## src/rv32i_types.sv

```systemverilog
package rv32i_types;

    typedef logic [31:0] rv32i_word;

    // major opcodes, only the ones this core executes
    typedef enum logic [6:0] {
        op_lui   = 7'b0110111,
        op_auipc = 7'b0010111,
        op_load  = 7'b0000011,
        op_store = 7'b0100011,
        op_imm   = 7'b0010011,
        op_reg   = 7'b0110011
    } rv32i_opcode;

    // follows funct3, sub and sra come from the alt bit
    typedef enum logic [2:0] {
        alu_add  = 3'b000,
        alu_sll  = 3'b001,
        alu_slt  = 3'b010,
        alu_sltu = 3'b011,
        alu_xor  = 3'b100,
        alu_srl  = 3'b101,
        alu_or   = 3'b110,
        alu_and  = 3'b111
    } alu_ops;

    typedef enum logic [2:0] {
        lb  = 3'b000,
        lh  = 3'b001,
        lw  = 3'b010,
        lbu = 3'b100,
        lhu = 3'b101
    } load_funct3;

    typedef enum logic [2:0] {
        sb = 3'b000,
        sh = 3'b001,
        sw = 3'b010
    } store_funct3;

endpackage

```

## src/ctrl_types.sv

```systemverilog
package ctrl_types;

    // first alu operand
    typedef enum logic {
        alumux1_rs1 = 1'b0,
        alumux1_pc  = 1'b1
    } alumux1_sel_t;

    // second alu operand
    typedef enum logic {
        alumux2_rs2 = 1'b0,
        alumux2_imm = 1'b1
    } alumux2_sel_t;

    // source of the register write value
    typedef enum logic {
        regfilemux_alu  = 1'b0,
        regfilemux_load = 1'b1
    } regfilemux_sel_t;

    // load size and signedness, the funct3 of the load
    typedef rv32i_types::load_funct3 load_kind_t;

endpackage

```

## src/control_unit.sv

```systemverilog
`timescale 1ns/100ps

module control_unit (
    input  rv32i_types::rv32i_opcode       opcode,
    input  logic [2:0]                     funct3,
    input  logic [6:0]                     funct7,
    input  rv32i_types::rv32i_word         inst,
    output rv32i_types::alu_ops            aluop,
    output logic                           alu_alt,
    output ctrl_types::alumux1_sel_t       alumux1_sel,
    output ctrl_types::alumux2_sel_t       alumux2_sel,
    output ctrl_types::regfilemux_sel_t    regfilemux_sel,
    output logic                           load_regfile,
    output logic                           mem_read,
    output logic                           mem_write,
    output rv32i_types::rv32i_word         imm
);

    rv32i_types::rv32i_word i_imm;
    rv32i_types::rv32i_word s_imm;
    rv32i_types::rv32i_word u_imm;

    assign i_imm = {{21{inst[31]}}, inst[30:20]};
    assign s_imm = {{21{inst[31]}}, inst[30:25], inst[11:7]};
    assign u_imm = {inst[31:12], 12'h000};

    always_comb begin
        // defaults give a harmless no-op
        aluop          = rv32i_types::alu_ops'(funct3);
        alu_alt        = 1'b0;
        alumux1_sel    = ctrl_types::alumux1_rs1;
        alumux2_sel    = ctrl_types::alumux2_imm;
        regfilemux_sel = ctrl_types::regfilemux_alu;
        load_regfile   = 1'b0;
        mem_read       = 1'b0;
        mem_write      = 1'b0;
        imm            = i_imm;

        case (opcode)
            rv32i_types::op_reg: begin
                alumux2_sel  = ctrl_types::alumux2_rs2;
                alu_alt      = funct7[5]; // sub / sra
                load_regfile = 1'b1;
            end
            rv32i_types::op_imm: begin
                // only srai uses funct7, for addi bit 30 is immediate
                alu_alt      = (funct3 == rv32i_types::alu_srl) && funct7[5];
                load_regfile = 1'b1;
            end
            rv32i_types::op_lui: begin
                aluop        = rv32i_types::alu_add; // x0 + imm
                imm          = u_imm;
                load_regfile = 1'b1;
            end
            rv32i_types::op_auipc: begin
                aluop        = rv32i_types::alu_add;
                alumux1_sel  = ctrl_types::alumux1_pc;
                imm          = u_imm;
                load_regfile = 1'b1;
            end
            rv32i_types::op_load: begin
                aluop          = rv32i_types::alu_add; // effective address
                regfilemux_sel = ctrl_types::regfilemux_load;
                load_regfile   = 1'b1;
                mem_read       = 1'b1;
            end
            rv32i_types::op_store: begin
                aluop     = rv32i_types::alu_add;
                imm       = s_imm;
                mem_write = 1'b1;
            end
            default: ; // unsupported, nothing written
        endcase
    end

endmodule

```

## src/regfile.sv

```systemverilog
`timescale 1ns/100ps

module regfile (
    input  logic                    clk,
    input  logic                    rst_n,
    input  logic                    load,
    input  rv32i_types::rv32i_word  in,
    input  logic [4:0]              src_a,
    input  logic [4:0]              src_b,
    input  logic [4:0]              dest,
    output rv32i_types::rv32i_word  reg_a,
    output rv32i_types::rv32i_word  reg_b
);

    rv32i_types::rv32i_word data [32];

    always_ff @(posedge clk) begin
        if (!rst_n) begin
            for (int i = 0; i < 32; i++) begin
                data[i] <= '0;
            end
        end else if (load && dest != 5'd0) begin // x0 stays zero
            data[dest] <= in;
        end
    end

    // async reads
    assign reg_a = data[src_a];
    assign reg_b = data[src_b];

endmodule

```

## src/alu.sv

```systemverilog
`timescale 1ns/100ps

module alu (
    input  rv32i_types::alu_ops     aluop,
    input  logic                    alt,
    input  rv32i_types::rv32i_word  a,
    input  rv32i_types::rv32i_word  b,
    output rv32i_types::rv32i_word  f
);

    always_comb begin
        case (aluop)
            rv32i_types::alu_add:  f = alt ? a - b : a + b;
            rv32i_types::alu_sll:  f = a << b[4:0];
            rv32i_types::alu_slt:  f = {31'b0, $signed(a) < $signed(b)};
            rv32i_types::alu_sltu: f = {31'b0, a < b};
            rv32i_types::alu_xor:  f = a ^ b;
            rv32i_types::alu_srl: begin
                // kept apart from the logical shift so signedness is not lost
                if (alt) begin
                    f = $signed(a) >>> b[4:0];
                end else begin
                    f = a >> b[4:0];
                end
            end
            rv32i_types::alu_or:   f = a | b;
            default:               f = a & b; // alu_and
        endcase
    end

endmodule

```

## src/load_masking.sv

```systemverilog
`timescale 1ns/100ps

module load_masking (
    input  ctrl_types::load_kind_t  load_kind,
    input  logic [1:0]              addr_lo,
    input  rv32i_types::rv32i_word  rdata,
    output rv32i_types::rv32i_word  value
);

    rv32i_types::rv32i_word lane; // addressed byte/half moved to bit 0

    assign lane = rdata >> {addr_lo, 3'b000};

    always_comb begin
        case (load_kind)
            rv32i_types::lb:  value = {{24{lane[7]}}, lane[7:0]};
            rv32i_types::lbu: value = {24'h000000, lane[7:0]};
            rv32i_types::lh:  value = {{16{lane[15]}}, lane[15:0]};
            rv32i_types::lhu: value = {16'h0000, lane[15:0]};
            default:          value = rdata; // lw, word aligned
        endcase
    end

endmodule

```

## src/datapath.sv

```systemverilog
`timescale 1ns/100ps

module datapath #(
    parameter rv32i_types::rv32i_word reset_pc = 32'h0000_0000
) (
    input  logic                    clk,
    input  logic                    rst_n,

    input  rv32i_types::rv32i_word  inst_rdata,
    output rv32i_types::rv32i_word  inst_addr,
    output logic                    inst_read,

    input  rv32i_types::rv32i_word  data_rdata,
    output rv32i_types::rv32i_word  data_wdata,
    output rv32i_types::rv32i_word  data_addr,
    output logic [3:0]              data_mbe,
    output logic                    data_read,
    output logic                    data_write
);

    // fetch
    rv32i_types::rv32i_word pc;

    // execute
    logic                           ex_valid;
    rv32i_types::rv32i_word         ex_pc;
    rv32i_types::rv32i_opcode       opcode;
    logic [2:0]                     funct3;
    logic [6:0]                     funct7;
    logic [4:0]                     rs1_addr;
    logic [4:0]                     rs2_addr;
    logic [4:0]                     rd;
    rv32i_types::alu_ops            aluop;
    logic                           alu_alt;
    ctrl_types::alumux1_sel_t       alumux1_sel;
    ctrl_types::alumux2_sel_t       alumux2_sel;
    ctrl_types::regfilemux_sel_t    regfilemux_sel;
    logic                           load_regfile;
    logic                           mem_read;
    logic                           mem_write;
    rv32i_types::rv32i_word         imm;
    rv32i_types::rv32i_word         reg_a;
    rv32i_types::rv32i_word         reg_b;
    rv32i_types::rv32i_word         rs1_val;
    rv32i_types::rv32i_word         rs2_val;
    rv32i_types::rv32i_word         alu_a;
    rv32i_types::rv32i_word         alu_b;
    rv32i_types::rv32i_word         alu_out;
    logic [1:0]                     addr_lo;

    // writeback
    logic                           wb_load;
    logic [4:0]                     wb_rd;
    rv32i_types::rv32i_word         wb_alu;
    ctrl_types::regfilemux_sel_t    wb_sel;
    ctrl_types::load_kind_t         wb_kind;
    logic [1:0]                     wb_addr_lo;
    rv32i_types::rv32i_word         load_value;
    rv32i_types::rv32i_word         wb_value;

    // fetch stage, one word per cycle once running
    always_ff @(posedge clk) begin
        if (!rst_n) begin
            pc        <= reset_pc;
            inst_read <= 1'b0;
            ex_valid  <= 1'b0;
        end else begin
            inst_read <= 1'b1;
            ex_valid  <= inst_read; // inst_rdata valid next cycle
            if (inst_read) begin
                pc <= pc + 32'd4;
            end
        end
    end

    always_ff @(posedge clk) begin
        ex_pc <= pc; // pc of the word now arriving on inst_rdata
    end

    assign inst_addr = pc;

    // decode straight off the memory bus
    assign opcode   = rv32i_types::rv32i_opcode'(inst_rdata[6:0]);
    assign funct3   = inst_rdata[14:12];
    assign funct7   = inst_rdata[31:25];
    assign rd       = inst_rdata[11:7];
    assign rs2_addr = inst_rdata[24:20];
    // lui adds its immediate to x0, bits 19:15 belong to the immediate
    assign rs1_addr = (opcode == rv32i_types::op_lui) ? 5'd0 : inst_rdata[19:15];

    control_unit control_unit0 (
        .opcode         (opcode),
        .funct3         (funct3),
        .funct7         (funct7),
        .inst           (inst_rdata),
        .aluop          (aluop),
        .alu_alt        (alu_alt),
        .alumux1_sel    (alumux1_sel),
        .alumux2_sel    (alumux2_sel),
        .regfilemux_sel (regfilemux_sel),
        .load_regfile   (load_regfile),
        .mem_read       (mem_read),
        .mem_write      (mem_write),
        .imm            (imm)
    );

    regfile regfile0 (
        .clk   (clk),
        .rst_n (rst_n),
        .load  (wb_load),
        .in    (wb_value),
        .src_a (rs1_addr),
        .src_b (rs2_addr),
        .dest  (wb_rd),
        .reg_a (reg_a),
        .reg_b (reg_b)
    );

    // wb -> ex bypass, wb_load is never set for x0
    assign rs1_val = (wb_load && wb_rd == rs1_addr) ? wb_value : reg_a;
    assign rs2_val = (wb_load && wb_rd == rs2_addr) ? wb_value : reg_b;

    assign alu_a = (alumux1_sel == ctrl_types::alumux1_pc) ? ex_pc : rs1_val;
    assign alu_b = (alumux2_sel == ctrl_types::alumux2_imm) ? imm : rs2_val;

    alu alu0 (
        .aluop (aluop),
        .alt   (alu_alt),
        .a     (alu_a),
        .b     (alu_b),
        .f     (alu_out)
    );

    // data port, driven in execute
    assign addr_lo    = alu_out[1:0];
    assign data_addr  = {alu_out[31:2], 2'b00};
    assign data_read  = ex_valid && mem_read;
    assign data_write = ex_valid && mem_write;
    assign data_wdata = rs2_val << {addr_lo, 3'b000}; // move into byte lane

    always_comb begin
        data_mbe = 4'b0000;
        if (data_write) begin
            case (rv32i_types::store_funct3'(funct3))
                rv32i_types::sb: data_mbe = 4'b0001 << addr_lo;
                rv32i_types::sh: data_mbe = 4'b0011 << addr_lo;
                default:         data_mbe = 4'b1111;
            endcase
        end
    end

    // writeback register
    always_ff @(posedge clk) begin
        if (!rst_n) begin
            wb_load <= 1'b0;
        end else begin
            wb_load <= ex_valid && load_regfile && rd != 5'd0;
        end
    end

    always_ff @(posedge clk) begin
        wb_rd      <= rd;
        wb_alu     <= alu_out;
        wb_sel     <= regfilemux_sel;
        wb_kind    <= ctrl_types::load_kind_t'(funct3);
        wb_addr_lo <= addr_lo;
    end

    load_masking load_masking0 (
        .load_kind (wb_kind),
        .addr_lo   (wb_addr_lo),
        .rdata     (data_rdata),
        .value     (load_value)
    );

    assign wb_value = (wb_sel == ctrl_types::regfilemux_load) ? load_value : wb_alu;

endmodule

```

## config.mk

```make
export PLATFORM = sky130hd
export DESIGN_NAME = datapath
export DESIGN_NICKNAME = d
export VERILOG_FILES = /design/src/rv32i_types.sv /design/src/ctrl_types.sv /design/src/control_unit.sv /design/src/regfile.sv /design/src/alu.sv /design/src/load_masking.sv /design/src/datapath.sv
export SDC_FILE = /design/constraint.sdc
export NUM_CORES = 2
export LEC_CHECK = 0
export ABC_AREA = 1
export BUFFER_PORTS_ARGS = -buffer_cell sky130_fd_sc_hd__buf_2
export CAP_MARGIN = 0
export CORE_MARGIN = 2
export CORE_UTILIZATION = 35
export DETAILED_ROUTE_END_ITERATION = 16
export PLACE_DENSITY_LB_ADDON = 0.25
export SYNTH_ARGS = -nofsm -noshare
export SYNTH_HDL_FRONTEND = slang
export SYNTH_SLANG_ARGS = --single-unit
```

## constraint.sdc

```tcl
create_clock -name clk -period 7.1 [get_ports clk]
set_clock_uncertainty 0.05 [all_clocks]
set_input_delay 0.355 -clock clk [delete_from_list [all_inputs] [get_ports clk]]
set_output_delay 0.355 -clock clk [all_outputs]
set_load 0.02 [all_outputs]
```

After elaboration in Yosys (flattened, before gate mapping)

Memories as Yosys holds them, arrays and structs flattened.
Cells that the tools add are included.
Widths: inputs -> output; s select.

Memories kept: 1
Logic and storage cells: 89
Bits of input ports: 66
Bits in latches: 0
Register bits: 110
RAM bits: 1024
Memory bits (read-only): 0
Output and inout port bits: 103

Bitwise logic cells: 3
Add/subtract/negate cells: 3
Multipliers: 0
Multiplexer cells: 27
Equality and inequality tests: 19
Shift operators: 7
Div/mod/pow operators: 0
Reduce and logical (&&, ||, !) cells: 17
Order comparisons: 2

Memories:

| memory        | depth | width | rd ports | clocked after Yosys merged registers in | wr ports | RTL line      | text |
|---|---|---|---|---|---|---|---|
| regfile0.data | 32    | 32    | 2        | 0                                       | 32       | regfile.sv:15 | `rv32i_types::rv32i_word data [32];` |

Operators with widths:

| cell                  | number |
|---|---|
| $mux 32               | 8 |
| $pmux 32 s7           | 1 |
| $pmux 32 s4           | 1 |
| $lt 32x32->1          | 2 |
| $shl 32x5->32         | 2 |
| $pmux 31 s2           | 1 |
| $add 32x3->32 const B | 1 |
| $add 32x32->32        | 1 |
| $and 32x32->32        | 1 |
| $or 32x32->32         | 1 |
| $reduce_or 32->1      | 1 |
| $shr 32x5->16         | 1 |
| $shr 32x5->32         | 1 |
| $sshr 32x5->32        | 1 |
| $sub 32x32->32        | 1 |
| $xor 32x32->32        | 1 |
| $eq 7x6->1 const B    | 3 |
| $eq 3x3->1 const B    | 6 |
| $eq 7x5->1 const B    | 2 |
| $eq 5x5->1            | 2 |
| $mux 1                | 10 |
| $mux 5                | 2 |
| $reduce_bool 5->1     | 2 |
| $eq 3x1->1 const B    | 3 |
| other kinds (13)      | 23 |

Longest topological paths before layout

Depth after elaboration: 12
Depth in mapped cells: 40
Gate-level depth less buffers: 37

Cells and area by module

Synthesis repeated with hierarchy kept, for this count alone.

Cell total of the unflattened synthesis: 10575
Area, all modules: 74400.1 um^2

By module, submodules not included:

| module       | cells each | times used | seq. area each (um^2) | area an instance (um^2) |
|---|---|---|---|---|
| regfile      | 7191       | 1          | 30749.5               | 56681.9 |
| alu          | 2091       | 1          | 0.0                   | 10108.4 |
| datapath     | 999        | 1          | 2082.0                | 6203.4 |
| load_masking | 194        | 1          | 0.0                   | 878.3 |
| control_unit | 100        | 1          | 0.0                   | 528.0 |

Least setup slack after synthesis

OpenSTA, ideal clock, no wires.

Path kind: input port to output port
From: in inst_rdata[20]
To: out data_wdata[29]
Cell stages on the path: 35
Arrival: 5146 ps
Required time: 6695 ps
Path slack: 1549 ps
Path buffers: 8
Path through: inv_2 -> buf_4 -> buf_2 -> clkbuf_1 -> clkbuf_1 -> buf_2 -> clkbuf_1 -> o211ai_1 -> nand3_1 -> nand3_1 -> o211ai_1 -> nand3_1 -> o21ai_0 -> inv_1 -> o21ai_0 -> inv_1 -> ha_1 -> clkbuf_1 -> inv_1 -> a21oi_1 -> nor3_1 -> a211oi_1 -> o21ai_0 -> a21oi_1 -> inv_1 -> nand3_1 -> nand2_1 -> nor4_1 -> nor2_1 -> nand3_1 -> nand2_2 -> buf_2 -> nand2_1 -> o21ai_0 -> o21ai_1

Cells in the longest elaborated chain, start to end: 8
Elaborated cells on any way between the ends: 20
Those cells by class: add/sub: 2; order compare: 2; eq/ne: 1; shift: 4; mux: 6; bitwise: 3; reduce/logical: 1; memory: 1

RTL lines:

| element                                               | RTL line        | text |
|---|---|---|
| start: declaration                                    | datapath.sv:9   | `input rv32i_types::rv32i_word inst_rdata,` |
| branches (longest 7 deep; another with $mem_v2 32x32) | --              |  |
| $shl 32x5->32 *                                       | datapath.sv:139 | `assign data_wdata = rs2_val << {addr_lo, 3'b000};` |
| end: declaration                                      | datapath.sv:14  | `output rv32i_types::rv32i_word data_wdata,` |

Mark *: on every way between the ends.

Worst setup path in the final report

From: in inst_rdata[5]
To: out data_addr[25]

Cells in the longest elaborated chain, start to end: 9
Elaborated cells on any way between the ends: 37
Those cells by class: add/sub: 2; eq/ne: 13; shift: 3; mux: 11; bitwise: 3; reduce/logical: 4; memory: 1

RTL lines:

| element                                               | RTL line       | text |
|---|---|---|
| branches (longest 8 deep; another with $mem_v2 32x32) | --             |  |
| $pmux 32 s7 *                                         | alu.sv:12      | `case (aluop)` |
| end: declaration                                      | datapath.sv:15 | `output rv32i_types::rv32i_word data_addr,` |

Marked as above.

==> flow_summary.ini <==
[status]
status = finished, violations left
violations = setup timing

[final_layout]
area_growth_pct = 13.9
final_util_pct = 40.1
drive_above_1_share_pct = 10.8
final_nets = 9327

[detailed_routing]
vias = 73537
drt_iter0_markers = 12662
dr.pass1.iters = 9
vias_per_cell = 6.16
antenna_left = 0
wirelength_mm = 361
routedWlPerCell_um = 30.3
drc = 0

[clock_tree]
cts.sinks = 1128
cts_buffers = 137
tritoncts = yes
clockRootBuffer = clkbuf_16
clock_path_buffers = 3
htree_levels = 4
clkLatencyLatePin_ps = 830
path_clk_slew_ps = 60

[yosys]
ys_seq_area_share_pct = 46.8
synth-xor-area-share_pct = 0.225
avgSynthCellArea_um2 = 7.66
synthSimpleGateAreaFrac_pct = 30.7
syn_area_mm2 = 0.0702
synth-edff-count = 1024
ys_types = 70
async_flop_share_pct = 0
synthTopCellsByArea = edfxtp_1, nand3_1, nand2_1
synth_top_cell_by_area = edfxtp_1
synth_top_area_share_pct = 43.8
synth_compound_area_share_pct = 12.6
ys_warn_count = 0
ys.flop_type = edfxtp_1
synth_top_family_by_area = simple AND/OR/NAND/NOR gates
synth.most_common_cell = nand2_1
syn_inst = 9167
synth_commonest_cells = nand2_1, nand3_1, nor2_1, edfxtp_1, o21ai_0
muxShareOfSynthArea_pct = 0.0571
synth-adder-area-share_pct = 1.80
synth_seq_cells = 1128

[grt]
grt_pass1_vias = 68183
antenna_found_initial = 24
grt_max_degree = 114
grt_pass1_wl_mm = 504
grt_overflow = 0
grt_usage_pct = 34.2

[place]
routabilityCongestion = 1.07
dp_hpwl_mm = 235
io_buffers = 164
dp_slack_ps = -196

[timing]
hold_violations = 0
worst_pin_slew_ps = 1150
min_period_ps = 7100
rsz0062_at_grt = true
fmax_mhz = 141
drv_slew = 0
fin_crit_sh_pct = 100
setup_violations = 1
fin_ws_ps = -3.40
relSlewSlack_pct = 22.8

[setup_path]
critPathKind = in2out
worstSetupStartpointType = input port
cp_slowest_cell = ha_1
crit_path_end_kind = primary output
arrival_ps = 6700
cp.required_ps = 6690
cpMostUsedCell = nand2_1
crit_path_max_incr_delay_ps = 520
critPathMaxFanout = 34

[power]
ir_drop_mv = 0.230
leakage_nw = 31.2
p_per_area_mw_per_mm2 = 239

[die]
die-area_mm2 = 0.204
die_w_um = 452
core_area_mm2 = 0.199
die_h_um = 452
std_cell_rows = 164
start_util_pct = 35.2
pin_count = 169

[worst_hold_path]
hp-class = in2reg

[flow_run]
max-cap-violations = 0
[where the power goes]
part | total (mW) | switching, mW | internal (mW)
sequential | 7.64 | 0.147 | 7.49
combinational | 4.65 | 3.46 | 1.19
clock | 6.86 | 3.02 | 3.84
total | 19.1 | 6.63 | 12.5
[routing by layer]
| layer | share of wire (%) | global-route usage, % | up-vias |
|---|---|---|---|
| met3 | 13 | 9.11 | 1163 |
| met1 | 38 | 45.0 | 35372 |
| met2 | 42 | 50.3 | 5614 |
| met4 | 6.7 | 20.0 | 8 |
| li1 | - | - | 31380 |
| met5 | 0.013 | 0 | - |
[stage by stage]
stage               instances  power (mW)  area [um^2]  setup TNS [ps]  hold WS [ps]
finish                  11931        19.1        80000           -3.40           114
global route            11923        19.6        79900           -16.8           101
CTS                     11912        18.9        79600               0          75.1
detailed placement      11659        12.2        75300            -847           312
global placement        11659        12.2        75300           -1860           314
floorplan                9202        10.1        70300               0           333
[cell usage in the layout, fill, tap and decap left out, drive strengths merged, types with 4 or more instances in the layout]
cell type / n
nor2: 1480
edfxtp: 1024
ha: 98
diode: 10
nand4: 21
o22ai: 100
dlygate4sd3: 10
o2111ai: 26
o21a: 14
o31ai: 10
nor4: 9
conb: 36
nand2: 1866
clkbuf: 177
clkinvlp: 5
a31oi: 23
a32o: 16
a311oi: 18
nand3: 1647
inv: 455
o211ai: 142
bufinv: 5
o21ai: 632
o221ai: 17
clkinv: 60
buf: 645
a211oi: 17
xor2: 16
a21oi: 403
dfxtp: 104
or2: 14
nor3: 57
o311ai: 16
a221oi: 49
a21boi: 7
and2: 7
mux2i: 4
[state kept, by name, summed over array words and instances, names as in the netlist, 3 cells and up]
signal	flops
ex_pc	30
inst_addr	30
wb_kind	3
wb_rd	5
regfile0.data	1024
wb_alu	31
[area by class of cell]
cell class / count / area, um^2
well taps: 2656 / 3320
repair inverters: 1 / 7.51
flip-flops and latches: 1128 / 32800
clock inverters: 67 / 578
fillers: 20362 / 119000
repair buffers: 656 / 5280
multi-input cells: 6780 / 32500
clock buffers: 176 / 3660
diodes: 10 / 25.0
inverters: 457 / 1770
[path summary, 6_finish.rpt]
kind                  from             to  slack [ps]  depth (start not counted)
min reg2reg  inst_addr[27]      ex_pc[27]         320                          0
min                  rst_n        wb_load         110                          4
max          inst_rdata[5]  data_addr[25]          -3                         31
max reg2reg      wb_alu[1]     wb_alu[30]        1400                         32
[worst max-delay path: cells and delay by family]
kind,cells,cell delay (ps)
AOI/OAI and AO/OA,5,1170
xor gates and xnor gates,1,150
adders and majority gates,1,520
buffers and inverters,8,1780
and+or+nand+nor,16,2580
[cells by family after synthesis]
group	Yosys count
DFF	1128
adders and majority gates	100
buffers and inverters	1295
xor gates and xnor gates	18
muxes	4
and+or+nand+nor	5112
other	1
AOI/OAI and AO/OA	1509
[what timing repair did]
item                                    CTS  global route
hold endpoints to repair                 10             0
resized for setup                        27            67
setup buffers                             0             7
endpoints found under the setup margin   56            52
hold buffers                             10             0
pin swaps                                 0             3
cloned                                    0             2
Power figures use the tool's default switching activity.
